===== config.mk =====
export PLATFORM = sky130hd
export DESIGN_NAME = stream_accel_top
export DESIGN_NICKNAME = d
export VERILOG_FILES = /design/src/stream_pkg.sv /design/src/stream_fifo.sv /design/src/apb_stream_bridge.sv /design/src/operand_join.sv /design/src/alu_stage.sv /design/src/stream_accel_top.sv
export SDC_FILE = /design/constraint.sdc
export NUM_CORES = 2
export LEC_CHECK = 0
export ABC_AREA = 1
export BUFFER_PORTS_ARGS = -buffer_cell sky130_fd_sc_hd__buf_2
export CORE_UTILIZATION = 55
export DETAILED_ROUTE_END_ITERATION = 12
export PLACE_DENSITY_LB_ADDON = 0.2
export SYNTH_ARGS = -nofsm -noshare
export SYNTH_HDL_FRONTEND = slang
export SYNTH_SLANG_ARGS = --single-unit

===== constraint.sdc =====
create_clock -name clk -period 9 [get_ports clk]
set_input_delay 2.7 -clock clk [delete_from_list [all_inputs] [get_ports clk]]
set_output_delay 2.7 -clock clk [all_outputs]
set_load 0.01 [all_outputs]

===== src/stream_pkg.sv =====
//////////////////////////////////////////////////
// shared widths, queue depth, register map and
// opcode encoding for the stream accelerator
//////////////////////////////////////////////////

`default_nettype none

package stream_pkg;

  //////////////////////////////////////////////////
  // widths
  //////////////////////////////////////////////////

  // message width on every stream
  localparam int DATA_W = 32;

  // apb address width
  localparam int ADDR_W = 12;

  //////////////////////////////////////////////////
  // queues
  //////////////////////////////////////////////////

  localparam int FIFO_DEPTH = 2;

  // pointer and occupancy widths derived from the depth
  localparam int FIFO_PTR_W = $clog2(FIFO_DEPTH);
  localparam int FIFO_CNT_W = $clog2(FIFO_DEPTH + 1);

  //////////////////////////////////////////////////
  // register map
  //////////////////////////////////////////////////

  // operand a queue
  localparam logic [ADDR_W-1:0] ADDR_A_STATUS = 12'h000;
  localparam logic [ADDR_W-1:0] ADDR_A_DATA   = 12'h004;

  // operand b queue
  localparam logic [ADDR_W-1:0] ADDR_B_STATUS = 12'h008;
  localparam logic [ADDR_W-1:0] ADDR_B_DATA   = 12'h00C;

  // result queue
  localparam logic [ADDR_W-1:0] ADDR_R_STATUS = 12'h010;
  localparam logic [ADDR_W-1:0] ADDR_R_DATA   = 12'h014;

  // opcode applied to the next pair taken by the join stage
  localparam logic [ADDR_W-1:0] ADDR_OPCODE   = 12'h018;

  //////////////////////////////////////////////////
  // opcodes
  //////////////////////////////////////////////////

  typedef enum logic [1:0] {
    OP_ADD    = 2'd0,
    OP_SUB    = 2'd1,
    OP_XOR    = 2'd2,
    OP_MUL_LO = 2'd3
  } alu_op_e;

endpackage

`default_nettype wire


===== src/stream_fifo.sv =====
//////////////////////////////////////////////////
// valid/ready queue as a circular buffer with count
//////////////////////////////////////////////////

`timescale 1ns/1ps
`default_nettype none

module stream_fifo (
  input  wire logic                        clk,
  input  wire logic                        rst_n_i,
  input  wire logic                        enq_val_i,
  input  wire logic [stream_pkg::DATA_W-1:0] enq_data_i,
  output logic                             enq_rdy_o,
  output logic                             deq_val_o,
  input  wire logic                        deq_rdy_i,
  output logic [stream_pkg::DATA_W-1:0]    deq_data_o
);
  import stream_pkg::*;

  logic [DATA_W-1:0]     mem [FIFO_DEPTH];
  logic [FIFO_PTR_W-1:0] wr_ptr;
  logic [FIFO_PTR_W-1:0] rd_ptr;
  logic [FIFO_CNT_W-1:0] count;
  logic                  full;
  logic                  enq_fire;
  logic                  deq_fire;

  assign full      = (count == FIFO_CNT_W'(FIFO_DEPTH));
  assign deq_val_o = (count != '0);
  assign deq_data_o = mem[rd_ptr];

  // a full queue still accepts when the head leaves this cycle
  assign enq_rdy_o = !full || deq_rdy_i;

  assign enq_fire = enq_val_i && enq_rdy_o;
  assign deq_fire = deq_val_o && deq_rdy_i;

  always_ff @(posedge clk) begin
    if (enq_fire) begin
      mem[wr_ptr] <= enq_data_i;
    end
  end

  always_ff @(posedge clk) begin
    if (!rst_n_i) begin
      wr_ptr <= '0;
      rd_ptr <= '0;
      count  <= '0;
    end else begin
      if (enq_fire) begin
        wr_ptr <= (wr_ptr == FIFO_PTR_W'(FIFO_DEPTH - 1)) ? '0 : wr_ptr + 1'b1;
      end
      if (deq_fire) begin
        rd_ptr <= (rd_ptr == FIFO_PTR_W'(FIFO_DEPTH - 1)) ? '0 : rd_ptr + 1'b1;
      end
      case ({enq_fire, deq_fire})
        2'b10:   count <= count + 1'b1;
        2'b01:   count <= count - 1'b1;
        default: count <= count;
      endcase
    end
  end

  // occupancy never runs past the depth
  a_no_overflow : assert property (@(posedge clk) disable iff (!rst_n_i)
    count <= FIFO_CNT_W'(FIFO_DEPTH));

  // pointers only meet when the queue is empty or full
  a_no_underflow : assert property (@(posedge clk) disable iff (!rst_n_i)
    (wr_ptr == rd_ptr) |-> (count == '0 || full));

endmodule

`default_nettype wire


===== src/apb_stream_bridge.sv =====
//////////////////////////////////////////////////
// apb slave with operand, result and opcode
// registers in front of the stream queues
//////////////////////////////////////////////////

`timescale 1ns/1ps
`default_nettype none

module apb_stream_bridge (
  input  wire logic                          clk,
  input  wire logic                          rst_n_i,
  // apb
  input  wire logic [stream_pkg::ADDR_W-1:0] paddr_i,
  input  wire logic                          psel_i,
  input  wire logic                          penable_i,
  input  wire logic                          pwrite_i,
  input  wire logic [stream_pkg::DATA_W-1:0] pwdata_i,
  output logic [stream_pkg::DATA_W-1:0]      prdata_o,
  output logic                               pready_o,
  output logic                               pslverr_o,
  // operand streams
  output logic                               a_val_o,
  input  wire logic                          a_rdy_i,
  output logic [stream_pkg::DATA_W-1:0]      a_data_o,
  output logic                               b_val_o,
  input  wire logic                          b_rdy_i,
  output logic [stream_pkg::DATA_W-1:0]      b_data_o,
  output stream_pkg::alu_op_e                op_o,
  // result stream
  input  wire logic                          res_val_i,
  output logic                               res_rdy_o,
  input  wire logic [stream_pkg::DATA_W-1:0] res_data_i
);
  import stream_pkg::*;

  logic              access;
  logic              wr_a;
  logic              wr_b;
  logic              wr_op;
  logic              pop_r;
  logic              a_enq_rdy;
  logic              b_enq_rdy;
  logic              r_deq_val;
  logic [DATA_W-1:0] r_deq_data;
  alu_op_e           op_q;

  // access phase of an apb transfer, pready is tied high
  assign access   = psel_i && penable_i;
  assign pready_o = 1'b1;

  //////////////////////////////////////////////////
  // decode and read mux
  //////////////////////////////////////////////////

  always_comb begin
    wr_a      = 1'b0;
    wr_b      = 1'b0;
    wr_op     = 1'b0;
    pop_r     = 1'b0;
    prdata_o  = '0;
    pslverr_o = 1'b0;
    if (access) begin
      case (paddr_i)
        ADDR_A_STATUS: begin
          if (pwrite_i) begin
            pslverr_o = 1'b1;
          end else begin
            prdata_o = {{(DATA_W-1){1'b0}}, a_enq_rdy};
          end
        end
        ADDR_A_DATA: begin
          if (pwrite_i) begin
            wr_a      = 1'b1;
            // word is dropped when the queue is full
            pslverr_o = !a_enq_rdy;
          end else begin
            pslverr_o = 1'b1;
          end
        end
        ADDR_B_STATUS: begin
          if (pwrite_i) begin
            pslverr_o = 1'b1;
          end else begin
            prdata_o = {{(DATA_W-1){1'b0}}, b_enq_rdy};
          end
        end
        ADDR_B_DATA: begin
          if (pwrite_i) begin
            wr_b      = 1'b1;
            pslverr_o = !b_enq_rdy;
          end else begin
            pslverr_o = 1'b1;
          end
        end
        ADDR_R_STATUS: begin
          if (pwrite_i) begin
            pslverr_o = 1'b1;
          end else begin
            prdata_o = {{(DATA_W-1){1'b0}}, r_deq_val};
          end
        end
        ADDR_R_DATA: begin
          if (pwrite_i) begin
            pslverr_o = 1'b1;
          end else begin
            pop_r = 1'b1;
            // empty pop reads zero
            if (r_deq_val) begin
              prdata_o = r_deq_data;
            end else begin
              pslverr_o = 1'b1;
            end
          end
        end
        ADDR_OPCODE: begin
          if (pwrite_i) begin
            wr_op = 1'b1;
          end else begin
            prdata_o = {{(DATA_W-2){1'b0}}, op_q};
          end
        end
        default: begin
          pslverr_o = 1'b1;
        end
      endcase
    end
  end

  //////////////////////////////////////////////////
  // opcode register
  //////////////////////////////////////////////////

  always_ff @(posedge clk) begin
    if (!rst_n_i) begin
      op_q <= OP_ADD;
    end else if (wr_op) begin
      op_q <= alu_op_e'(pwdata_i[1:0]);
    end
  end

  assign op_o = op_q;

  //////////////////////////////////////////////////
  // queues
  //////////////////////////////////////////////////

  stream_fifo u_q_a (
    .clk        (clk),
    .rst_n_i    (rst_n_i),
    .enq_val_i  (wr_a),
    .enq_data_i (pwdata_i),
    .enq_rdy_o  (a_enq_rdy),
    .deq_val_o  (a_val_o),
    .deq_rdy_i  (a_rdy_i),
    .deq_data_o (a_data_o)
  );

  stream_fifo u_q_b (
    .clk        (clk),
    .rst_n_i    (rst_n_i),
    .enq_val_i  (wr_b),
    .enq_data_i (pwdata_i),
    .enq_rdy_o  (b_enq_rdy),
    .deq_val_o  (b_val_o),
    .deq_rdy_i  (b_rdy_i),
    .deq_data_o (b_data_o)
  );

  stream_fifo u_q_r (
    .clk        (clk),
    .rst_n_i    (rst_n_i),
    .enq_val_i  (res_val_i),
    .enq_data_i (res_data_i),
    .enq_rdy_o  (res_rdy_o),
    .deq_val_o  (r_deq_val),
    .deq_rdy_i  (pop_r),
    .deq_data_o (r_deq_data)
  );

  // an error only comes back in an access phase that follows its setup
  a_err_in_access : assert property (@(posedge clk) disable iff (!rst_n_i)
    pslverr_o |-> (access && $past(psel_i && !penable_i)));

endmodule

`default_nettype wire


===== src/operand_join.sv =====
//////////////////////////////////////////////////
// join stage that pairs operand a with operand b
//////////////////////////////////////////////////

`timescale 1ns/1ps
`default_nettype none

module operand_join (
  input  wire logic                          clk,
  input  wire logic                          rst_n_i,
  input  wire logic                          a_val_i,
  output logic                               a_rdy_o,
  input  wire logic [stream_pkg::DATA_W-1:0] a_data_i,
  input  wire logic                          b_val_i,
  output logic                               b_rdy_o,
  input  wire logic [stream_pkg::DATA_W-1:0] b_data_i,
  input  wire stream_pkg::alu_op_e           op_i,
  output logic                               pair_val_o,
  input  wire logic                          pair_rdy_i,
  output logic [stream_pkg::DATA_W-1:0]      pair_a_o,
  output logic [stream_pkg::DATA_W-1:0]      pair_b_o,
  output stream_pkg::alu_op_e                pair_op_o
);
  import stream_pkg::*;

  logic take;

  // both operands leave together once the register is empty or draining
  assign take    = a_val_i && b_val_i && (!pair_val_o || pair_rdy_i);
  assign a_rdy_o = take;
  assign b_rdy_o = take;

  always_ff @(posedge clk) begin
    if (!rst_n_i) begin
      pair_val_o <= 1'b0;
    end else if (take) begin
      pair_val_o <= 1'b1;
    end else if (pair_rdy_i) begin
      pair_val_o <= 1'b0;
    end
  end

  // opcode is sampled with the pair
  always_ff @(posedge clk) begin
    if (take) begin
      pair_a_o  <= a_data_i;
      pair_b_o  <= b_data_i;
      pair_op_o <= op_i;
    end
  end

  // an offered operand stays put until it is taken
  a_a_hold : assert property (@(posedge clk) disable iff (!rst_n_i)
    (a_val_i && !a_rdy_o) |=> (a_val_i && $stable(a_data_i)));

  a_b_hold : assert property (@(posedge clk) disable iff (!rst_n_i)
    (b_val_i && !b_rdy_o) |=> (b_val_i && $stable(b_data_i)));

endmodule

`default_nettype wire


===== src/alu_stage.sv =====
//////////////////////////////////////////////////
// execute stage with opcode datapath and result reg
//////////////////////////////////////////////////

`timescale 1ns/1ps
`default_nettype none

module alu_stage (
  input  wire logic                          clk,
  input  wire logic                          rst_n_i,
  input  wire logic                          pair_val_i,
  output logic                               pair_rdy_o,
  input  wire logic [stream_pkg::DATA_W-1:0] pair_a_i,
  input  wire logic [stream_pkg::DATA_W-1:0] pair_b_i,
  input  wire stream_pkg::alu_op_e           pair_op_i,
  output logic                               res_val_o,
  input  wire logic                          res_rdy_i,
  output logic [stream_pkg::DATA_W-1:0]      res_data_o
);
  import stream_pkg::*;

  logic [DATA_W-1:0] result;
  logic              load;

  //////////////////////////////////////////////////
  // datapath
  //////////////////////////////////////////////////

  always_comb begin
    case (pair_op_i)
      OP_ADD:    result = pair_a_i + pair_b_i;
      OP_SUB:    result = pair_a_i - pair_b_i;
      OP_XOR:    result = pair_a_i ^ pair_b_i;
      // only the low word of the product is kept
      OP_MUL_LO: result = DATA_W'(pair_a_i * pair_b_i);
      default:   result = '0;
    endcase
  end

  //////////////////////////////////////////////////
  // result register
  //////////////////////////////////////////////////

  assign pair_rdy_o = !res_val_o || res_rdy_i;
  assign load       = pair_val_i && pair_rdy_o;

  always_ff @(posedge clk) begin
    if (!rst_n_i) begin
      res_val_o <= 1'b0;
    end else if (load) begin
      res_val_o <= 1'b1;
    end else if (res_rdy_i) begin
      res_val_o <= 1'b0;
    end
  end

  always_ff @(posedge clk) begin
    if (load) begin
      res_data_o <= result;
    end
  end

  // a stalled pair stays on the input until it is loaded
  a_pair_hold : assert property (@(posedge clk) disable iff (!rst_n_i)
    (pair_val_i && !pair_rdy_o) |=> (pair_val_i && $stable(pair_a_i) && $stable(pair_b_i)
      && $stable(pair_op_i)));

endmodule

`default_nettype wire


===== src/stream_accel_top.sv =====
//////////////////////////////////////////////////
// top level, apb bridge and the two pipeline stages
//////////////////////////////////////////////////

`timescale 1ns/1ps
`default_nettype none

module stream_accel_top (
  input  wire logic                          clk,
  input  wire logic                          rst_n_i,
  input  wire logic [stream_pkg::ADDR_W-1:0] paddr_i,
  input  wire logic                          psel_i,
  input  wire logic                          penable_i,
  input  wire logic                          pwrite_i,
  input  wire logic [stream_pkg::DATA_W-1:0] pwdata_i,
  output logic [stream_pkg::DATA_W-1:0]      prdata_o,
  output logic                               pready_o,
  output logic                               pslverr_o
);
  import stream_pkg::*;

  // operand streams
  logic              a_val;
  logic              a_rdy;
  logic [DATA_W-1:0] a_data;
  logic              b_val;
  logic              b_rdy;
  logic [DATA_W-1:0] b_data;
  alu_op_e           op;

  // join to execute
  logic              pair_val;
  logic              pair_rdy;
  logic [DATA_W-1:0] pair_a;
  logic [DATA_W-1:0] pair_b;
  alu_op_e           pair_op;

  // execute to result queue
  logic              res_val;
  logic              res_rdy;
  logic [DATA_W-1:0] res_data;

  apb_stream_bridge u_bridge (
    .clk        (clk),
    .rst_n_i    (rst_n_i),
    .paddr_i    (paddr_i),
    .psel_i     (psel_i),
    .penable_i  (penable_i),
    .pwrite_i   (pwrite_i),
    .pwdata_i   (pwdata_i),
    .prdata_o   (prdata_o),
    .pready_o   (pready_o),
    .pslverr_o  (pslverr_o),
    .a_val_o    (a_val),
    .a_rdy_i    (a_rdy),
    .a_data_o   (a_data),
    .b_val_o    (b_val),
    .b_rdy_i    (b_rdy),
    .b_data_o   (b_data),
    .op_o       (op),
    .res_val_i  (res_val),
    .res_rdy_o  (res_rdy),
    .res_data_i (res_data)
  );

  operand_join u_join (
    .clk        (clk),
    .rst_n_i    (rst_n_i),
    .a_val_i    (a_val),
    .a_rdy_o    (a_rdy),
    .a_data_i   (a_data),
    .b_val_i    (b_val),
    .b_rdy_o    (b_rdy),
    .b_data_i   (b_data),
    .op_i       (op),
    .pair_val_o (pair_val),
    .pair_rdy_i (pair_rdy),
    .pair_a_o   (pair_a),
    .pair_b_o   (pair_b),
    .pair_op_o  (pair_op)
  );

  alu_stage u_alu (
    .clk        (clk),
    .rst_n_i    (rst_n_i),
    .pair_val_i (pair_val),
    .pair_rdy_o (pair_rdy),
    .pair_a_i   (pair_a),
    .pair_b_i   (pair_b),
    .pair_op_i  (pair_op),
    .res_val_o  (res_val),
    .res_rdy_i  (res_rdy),
    .res_data_o (res_data)
  );

endmodule

`default_nettype wire


# [Yosys cells after proc, flatten, opt, wreduce, memory -nomap -nowiden]
# Memory sizes are Yosys's and may differ from the RTL's. A register that Yosys moved wholly into a read port is not among the register bits.
# Index checks and enable logic that the tools add are counted.
[totals] reg_bits=50 mem_bits_rw=192 inputBits=49 out_inout_bits=34 wordCells=130 memories=3
[classes] addsub=14 mul=1 eq_ne=18 n_mux=46 bitwise_logic=1 reduce_logical=33
[memory_table] name="u_bridge.u_q_a.mem" words=2 width=32 read_ports=1 rd_clocked_by_memory_dff=1 wr=1 line_no="stream_fifo.sv:20" text="logic [DATA_W-1:0] mem [FIFO_DEPTH];"
[memory_table] name="u_bridge.u_q_b.mem" words=2 width=32 read_ports=1 rd_clocked_by_memory_dff=1 wr=1 line_no="stream_fifo.sv:20"
[memory_table] name="u_bridge.u_q_r.mem" words=2 width=32 read_ports=1 rd_clocked_by_memory_dff=1 wr=1 line_no="stream_fifo.sv:20"
[op_table] operator="$pmux 32 s5" n=1
[op_table] operator="$pmux 32 s4" n=1
[op_table] operator="$mux 32" n=3
[op_table] operator="$eq 12x5->1 const B" n=3
[op_table] operator="$mux 1" n=36
[op_table] operator="$add 32x32->32" n=1
[op_table] operator="$mul 32x32->32" n=1
[op_table] operator="$sub 32x32->32" n=1
[op_table] operator="$xor 32x32->32" n=1
[op_table] operator="$eq 12x4->1 const B" n=2
[op_table] operator="$eq 2x2->1 const B" n=8
[op_table] operator="$reduce_bool 2->1" n=8
[op_table] operator="$eq 12x3->1 const B" n=1
[op_table] operator="$logic_not 12->1" n=1
[op_table] operator="$pmux 2 s2" n=3
[op_table] operator="$logic_and 1x1->1" n=10
[op_table] operator="$eq 2x1->1 const B" n=4
[op_table] operator="$logic_not 1->1" n=7
[op_table] operator="$add 1x1->1 const B" n=6
[op_table] operator="$add 2x1->2 const B" n=3
[op_table] operator="$sub 2x1->2 const B" n=3
[op_table] operator="$logic_or 1x1->1" n=5
[op_table] operator="$pmux 1 s5" n=1
[op_table] operator="$reduce_or 3->1" n=1
[op_table] operator="other kinds (2)" n=2

# [Longest topological paths before layout]
[depth] ltp_word=12 ltp_mapped=37 depth_no_buf=35

# [By module]
# Synthesis repeated with hierarchy kept, for this count alone.
[unflattened] cells_unflattened=3518 hier_area_um2=31923.1
[modules_own_cells] mod="alu_stage" n_inst=1 cells_each=2883 area_per_inst_um2=20966.4 seq_area_each_um2=980.9
[modules_own_cells] mod="stream_fifo" n_inst=3 cells_each=137 area_per_inst_um2=2715.1 seq_area_each_um2=2021.9
[modules_own_cells] mod="operand_join" n_inst=1 cells_each=74 area_per_inst_um2=2040.7 seq_area_each_um2=2001.9
[modules_own_cells] mod="apb_stream_bridge" n_inst=1 cells_each=150 area_per_inst_um2=770.7 seq_area_each_um2=40.0

# [Worst setup path before layout]
# Ideal clock, no wire load.
[synth_timing] path_type="input to output" from="input port paddr_i[11] (netlist bit)" to="output port prdata_o[0] (netlist bit)" arrival_ns=4.064 required_time_ns=6.300 slack_ns=2.236 stages=13 path_buffers=1 path_cell_list="nor2_1 nand2_1 nor2_1 and3_1 nand2_1 nand2_1 inv_2 nand3_1 nand2_1 buf_2 nand3_1 nand3_1 a21oi_1"
[synth_between] elab_chain_cells=11 elab_cells_between_ends=17 cone_classes="4 x eq/ne; 6 x mux; 7 x reduce/logical"
[synth_lines] item="start, declared" line_no="stream_accel_top.sv:11" text="input wire logic [stream_pkg::ADDR_W-1:0] paddr_i,"
[synth_lines] item="$eq 12x5->1" line_no="apb_stream_bridge.sv:63" text="case (paddr_i)"
[synth_lines] item="$mux 1" line_no="apb_stream_bridge.sv:63"
[synth_lines] item="$mux 1" line_no="apb_stream_bridge.sv:62" text="if (access) begin"
[synth_lines] item="$logic_or 1x1->1" line_no="stream_fifo.sv:33" text="assign enq_rdy_o = !full || deq_rdy_i;"
[synth_lines] item="$logic_or 1x1->1" line_no="alu_stage.sv:44" text="assign pair_rdy_o = !res_val_o || res_rdy_i;"
[synth_lines] item="$logic_or 1x1->1" line_no="operand_join.sv:29" text="assign take = a_val_i && b_val_i && (!pair_val_o || pair_rdy_i);"
[synth_lines] item="$logic_and 1x1->1" line_no="operand_join.sv:29"
[synth_lines] item="$logic_or 1x1->1" line_no="stream_fifo.sv:33"
[synth_lines] item="$mux 1, on equally long branches" line_no="apb_stream_bridge.sv:81, apb_stream_bridge.sv:65"
[synth_lines] item="$pmux 32 s5 (*)" line_no="apb_stream_bridge.sv:63"
[synth_lines] item="$mux 32 (*)" line_no="apb_stream_bridge.sv:62"
[synth_lines] item="end, declared" line_no="stream_accel_top.sv:16" text="output logic [stream_pkg::DATA_W-1:0] prdata_o,"
# Every way passes the cells marked *; elsewhere a longest branch is shown, timed or not.

# [Final worst setup path]
[layout_timing] from="register u_join.pair_b_o[3] (netlist bit) (read register of u_bridge.u_q_b.mem)" to="register u_alu.res_data_o[24] (netlist bit), data pin"
[layout_between] elab_chain_cells=2 elab_cells_between_ends=4 cone_classes="2 x add/sub; 1 x mul; 1 x mux"
[layout_lines] item="start, declared" line_no="operand_join.sv:21" text="output logic [stream_pkg::DATA_W-1:0] pair_b_o,"
[layout_lines] item="$mul 32x32->32, or another cell as far along" line_no="alu_stage.sv:35" text="OP_MUL_LO: result = DATA_W'(pair_a_i * pair_b_i);"
[layout_lines] item="$pmux 32 s4 (*)" line_no="alu_stage.sv:30" text="case (pair_op_i)"
[layout_lines] item="named net u_alu.result[24]" line_no="alu_stage.sv:22" text="logic [DATA_W-1:0] result;"
[layout_lines] item="end signal, assigned" line_no="alu_stage.sv:59" text="res_data_o <= result;"
[layout_lines] item="end, declared" line_no="alu_stage.sv:18" text="output logic [stream_pkg::DATA_W-1:0] res_data_o"
# The timed path passes the listed nets; every way through them passes the cells marked *.
# A chain may end at the register's enable or synchronous reset.

==> results.cfg <==
[sta]
clock.fmax_ghz = 0.1293
maxSlewViolCount = 0
setup_viol_count_final = 0
hold-worst-slack_ns = 0.4453
fin_crit_ns = 7.736
layout_worst_path_cycle_share_pct = 85.95
rsz0062_at_grt = false
tightest_slew_ns = 1.201
tns_ns = 0
hold_viol_final = 0
fin_skew_ns = 0.04493
relSlewSlack_pct = 19.92
setup_ws_ns = 1.264

[clocking]
clk-insertion-delay-late_ns = 0.56
ctsResizeCount = 0
tritoncts = yes
cts.sink_count = 307
ctsHoldBuffers = 0
numCtsBuffers = 34
clk_pin_slew_ns = 0.07
post_cts_buffers = 0
cts.htree.levels = 2
clockBufferDepth = 3
cts_root_buffer = clkbuf_16

[drt]
via_per_inst = 5.319
top_layer = met4
avgRoutedWirePerCell_um = 19.23
met3_length_mm = 6.920
dr.pass1.iters = 6
routed_wirelength_mm = 86.02
m1WireLength_mm = 35.17
drtIter0Drc = 2120
antenna_left = 0
met2_length_mm = 39.80
drcViolationCount = 0
vias = 23790

[final_layout]
fin_nets = 4332
fin_util_pct = 60.33
fin_cells = 4472
drive_gt1_share_pct = 6.257
diodes = 0
area_delta_synth_final_pct = 7.650
final.fill_count = 4922
design_area_sq_um = 33430

[power_and_ir_drop]
power_frac_comb_pct = 0.8
switching_share_pct = 19.90
p_sw_mw = 0.5791
vdd_ir_drop_max_mv = 0.1847
totalPowerFinal_mw = 2.911
cell_internal_pwr_mw = 2.332
power.density_nw_per_um2 = 87.06
p_leak_nw = 17.58
p_seq_share_pct = 53.2
pwr-share-clk_pct = 46.0

[floorplanning]
core_sq_um = 55420
dieHeight_um = 239.6
die_w_um = 239.6
ios = 83
initial_utilization_pct = 56.04
fp-row-count = 86
fp.dieArea_sq_um = 57420

[synth]
syn-cell-area_sq_um = 31060
synth-seq-cells = 307
synthesis.nets = 4298
synth_edf_count = 290
ys.flop_type = edfxtp_1
ys_seq_area_share_pct = 29.14
synth_cell_types = 56
yosys_warnings = 0
syn_inst = 3666
ys_async_sr_fraction_pct = 0
synth.avg_cell_area_sq_um = 8.472

[worst_setup_path]
crit_type = reg2reg
r2r_setup_slack_ns = 1.26
worstRegToRegCells = 23
required_ns = 9.26
worstPathCellList = buf_4 -> nand2_1 -> inv_1 -> fa_1 -> inv_1 -> fa_1 -> fa_1 -> fa_1 -> inv_1 -> fa_1 -> inv_1 -> fa_1 -> inv_1 -> fa_1 -> fa_1 -> ha_1 -> a21oi_1 -> o21ai_0 -> a21oi_1 -> nand3_1 -> a21o_1 -> o21ai_0 -> nand3_1
slowest_delay_ns = 0.90
crit_top_cell = fa_1
r2r-end = u_alu.res_data_o[24]
worstReg2RegStart = u_join.pair_b_o[3]
cp-end-kind = flop
crit_arrival_ns = 8.00
crit_path_start_kind = flop
worst-path-max-fanout = 18
slowest_stage = edfxtp_1

[place]
pre_cts_ws_ns = 1.382
port_buffers = 81
gp_congestion = 1.034
dp_hpwl_mm = 67.11
placed_cell_area_sq_um = 32380
dp.cells = 4412

[status]
status = complete, no violations

[hold_path]
whs_endpoint = u_bridge.u_q_r.mem[0][19]
hp-class = reg2reg
hold_start = u_alu.res_data_o[19]
holdPathStages = 0

[flow_run]
maxCapViolCount = 0

[grt]
antenna_found_initial = 0
grt_usage_pct = 31.65
grt_start_max_net_pins = 67
grt_pass1_wl_mm = 136.4
gr-total-overflow = 0
grt_pass1_vias = 24290
[power groups by stage]
stage	Sequential, mW	Combinational, mW	Clock, mW
after detailed placement	1.58	0.0240	0
final	1.55	0.0244	1.34
after global routing	1.55	0.0270	1.42
after global placement	1.58	0.0237	0
after CTS	1.55	0.0242	1.36
after floorplan	1.58	0.00481	0
[flip-flops by register name, indices dropped and copies added (netlist names), named ones only]
register / flops
u_alu.res_data_o: 32
u_bridge.u_q_b.count: 2
u_bridge.u_q_r.rd_ptr: 1
u_join.pair_b_o: 32
u_bridge.u_q_r.mem: 64
u_join.pair_a_o: 32
u_bridge.u_q_a.count: 2
u_bridge.u_q_b.mem: 64
u_bridge.u_q_r.wr_ptr: 1
u_bridge.u_q_b.rd_ptr: 1
u_bridge.u_q_a.rd_ptr: 1
u_alu.res_val_o: 1
u_bridge.u_q_a.wr_ptr: 1
u_bridge.u_q_a.mem: 64
u_bridge.u_q_r.count: 2
u_join.pair_val_o: 1
u_join.pair_op_o: 2
u_bridge.u_q_b.wr_ptr: 1
u_bridge.op_o: 2
[cells in the final DEF (no fill, tap or decap), types with 5 or more instances in the layout]
cell,Yosys,layout
o21bai_1,9,9
clkinv_1,3,10
inv_1,856,855
nand3_1,119,119
o21ai_0,102,102
xnor2_1,22,22
nand3b_1,10,10
inv_6,0,5
edfxtp_1,290,290
clkbuf_1,111,6
buf_2,16,81
buf_4,1,70
nand2_1,1082,1082
or2_2,8,8
a21o_1,13,13
fa_1,409,409
a21oi_1,151,151
xor2_1,31,31
clkbuf_16,0,35
nor2_1,112,106
nor2_2,3,7
o211ai_1,5,5
nor3_1,24,24
ha_1,174,174
dfxtp_1,17,17
nand4_1,12,12
[layout make-up]
cell class | instances | area (sq um) | area share [%]
clock buffers | 41 | 898.4 | 2.687
clock inverters | 19 | 158.9 | 0.4753
inverters | 861 | 3232 | 9.667
multi-input cells | 2343 | 18190 | 54.40
flip-flops and latches | 307 | 9049 | 27.06
well taps | 748 | 935.9 | 2.799
repair buffers | 153 | 970.9 | 2.904
[kinds of logic (layout without fill, tap and decap cells)]
| group | Yosys count | after routing | synth area share (%) |
|---|---|---|---|
| muxes | 1 | 1 | 0.03223 |
| AOI/OAI and AO/OA | 315 | 315 | 5.600 |
| adders and majority gates | 583 | 583 | 33.37 |
| and+or+nand+nor | 1390 | 1390 | 17.97 |
| buffers and inverters | 1016 | 1074 | 12.38 |
| xor gates and xnor gates | 53 | 53 | 1.495 |
| other | 1 | 1 | 0.01207 |
| DFF | 307 | 307 | 29.14 |
[cell usage after synthesis, types with 3 or more instances]
| cell | n | area, sq um |
|---|---|---|
| a211oi_1 | 4 | 30.03 |
| a21o_1 | 13 | 97.59 |
| a21oi_1 | 151 | 755.7 |
| a221oi_1 | 3 | 26.28 |
| a31oi_1 | 4 | 25.02 |
| buf_1 | 26 | 97.59 |
| buf_2 | 16 | 80.08 |
| clkbuf_1 | 111 | 416.7 |
| clkinv_1 | 3 | 11.26 |
| dfxtp_1 | 17 | 340.3 |
| edfxtp_1 | 290 | 8708 |
| fa_1 | 409 | 8188 |
| ha_1 | 174 | 2177 |
| inv_1 | 856 | 3213 |
| nand2_1 | 1082 | 4061 |
| nand3_1 | 119 | 595.6 |
| nand3b_1 | 10 | 75.07 |
| nand4_1 | 12 | 75.07 |
| nor2_1 | 112 | 420.4 |
| nor2_2 | 3 | 18.77 |
| nor3_1 | 24 | 120.1 |
| nor3b_1 | 3 | 22.52 |
| nor4_1 | 4 | 25.02 |
| o211ai_1 | 5 | 37.54 |
| o21a_1 | 3 | 22.52 |
| o21ai_0 | 102 | 510.5 |
| o21ai_1 | 3 | 15.01 |
| o21ai_2 | 4 | 35.03 |
| o21bai_1 | 9 | 67.56 |
| o31ai_1 | 3 | 22.52 |
| or2_2 | 8 | 50.05 |
| xnor2_1 | 22 | 192.7 |
| xor2_1 | 31 | 271.5 |
[worst max path at each step]
stage	start	endpoint	slack [ns]	cells past startpoint
4_1_cts	paddr_i[11]	prdata_o[1]	1.38	10
6_report	u_join.pair_b_o[3]	u_alu.res_data_o[24]	1.26	23
2_1_floorplan	paddr_i[11]	prdata_o[0]	2.24	13
3_3_place_gp	paddr_i[9]	prdata_o[1]	1.36	10
3_5_place_dp	paddr_i[9]	prdata_o[1]	1.38	10
5_1_grt	u_join.pair_b_o[3]	u_alu.res_data_o[24]	0.97	24
[worst max-delay path, delay by kind of cell, from the launching register on]
kind / cells / cell delay (ns)
AO/OA/AOI/OAI: 5 / 1.22
adder cells (fa/ha/maj): 9 / 4.17
buffers and inverters: 6 / 0.72
flip-flops: 1 / 0.90
AND/OR/NAND/NOR: 3 / 0.43
[metal layers]
layer | track usage, % | vias to the layer above
li1 | - | 11140
met1 | 41.97 | 11480
met2 | 51.59 | 952
met3 | 5.140 | 223
met4 | 13.42 | 0
met5 | 0 | -
Note: power is estimated with default switching activity, not from simulation.
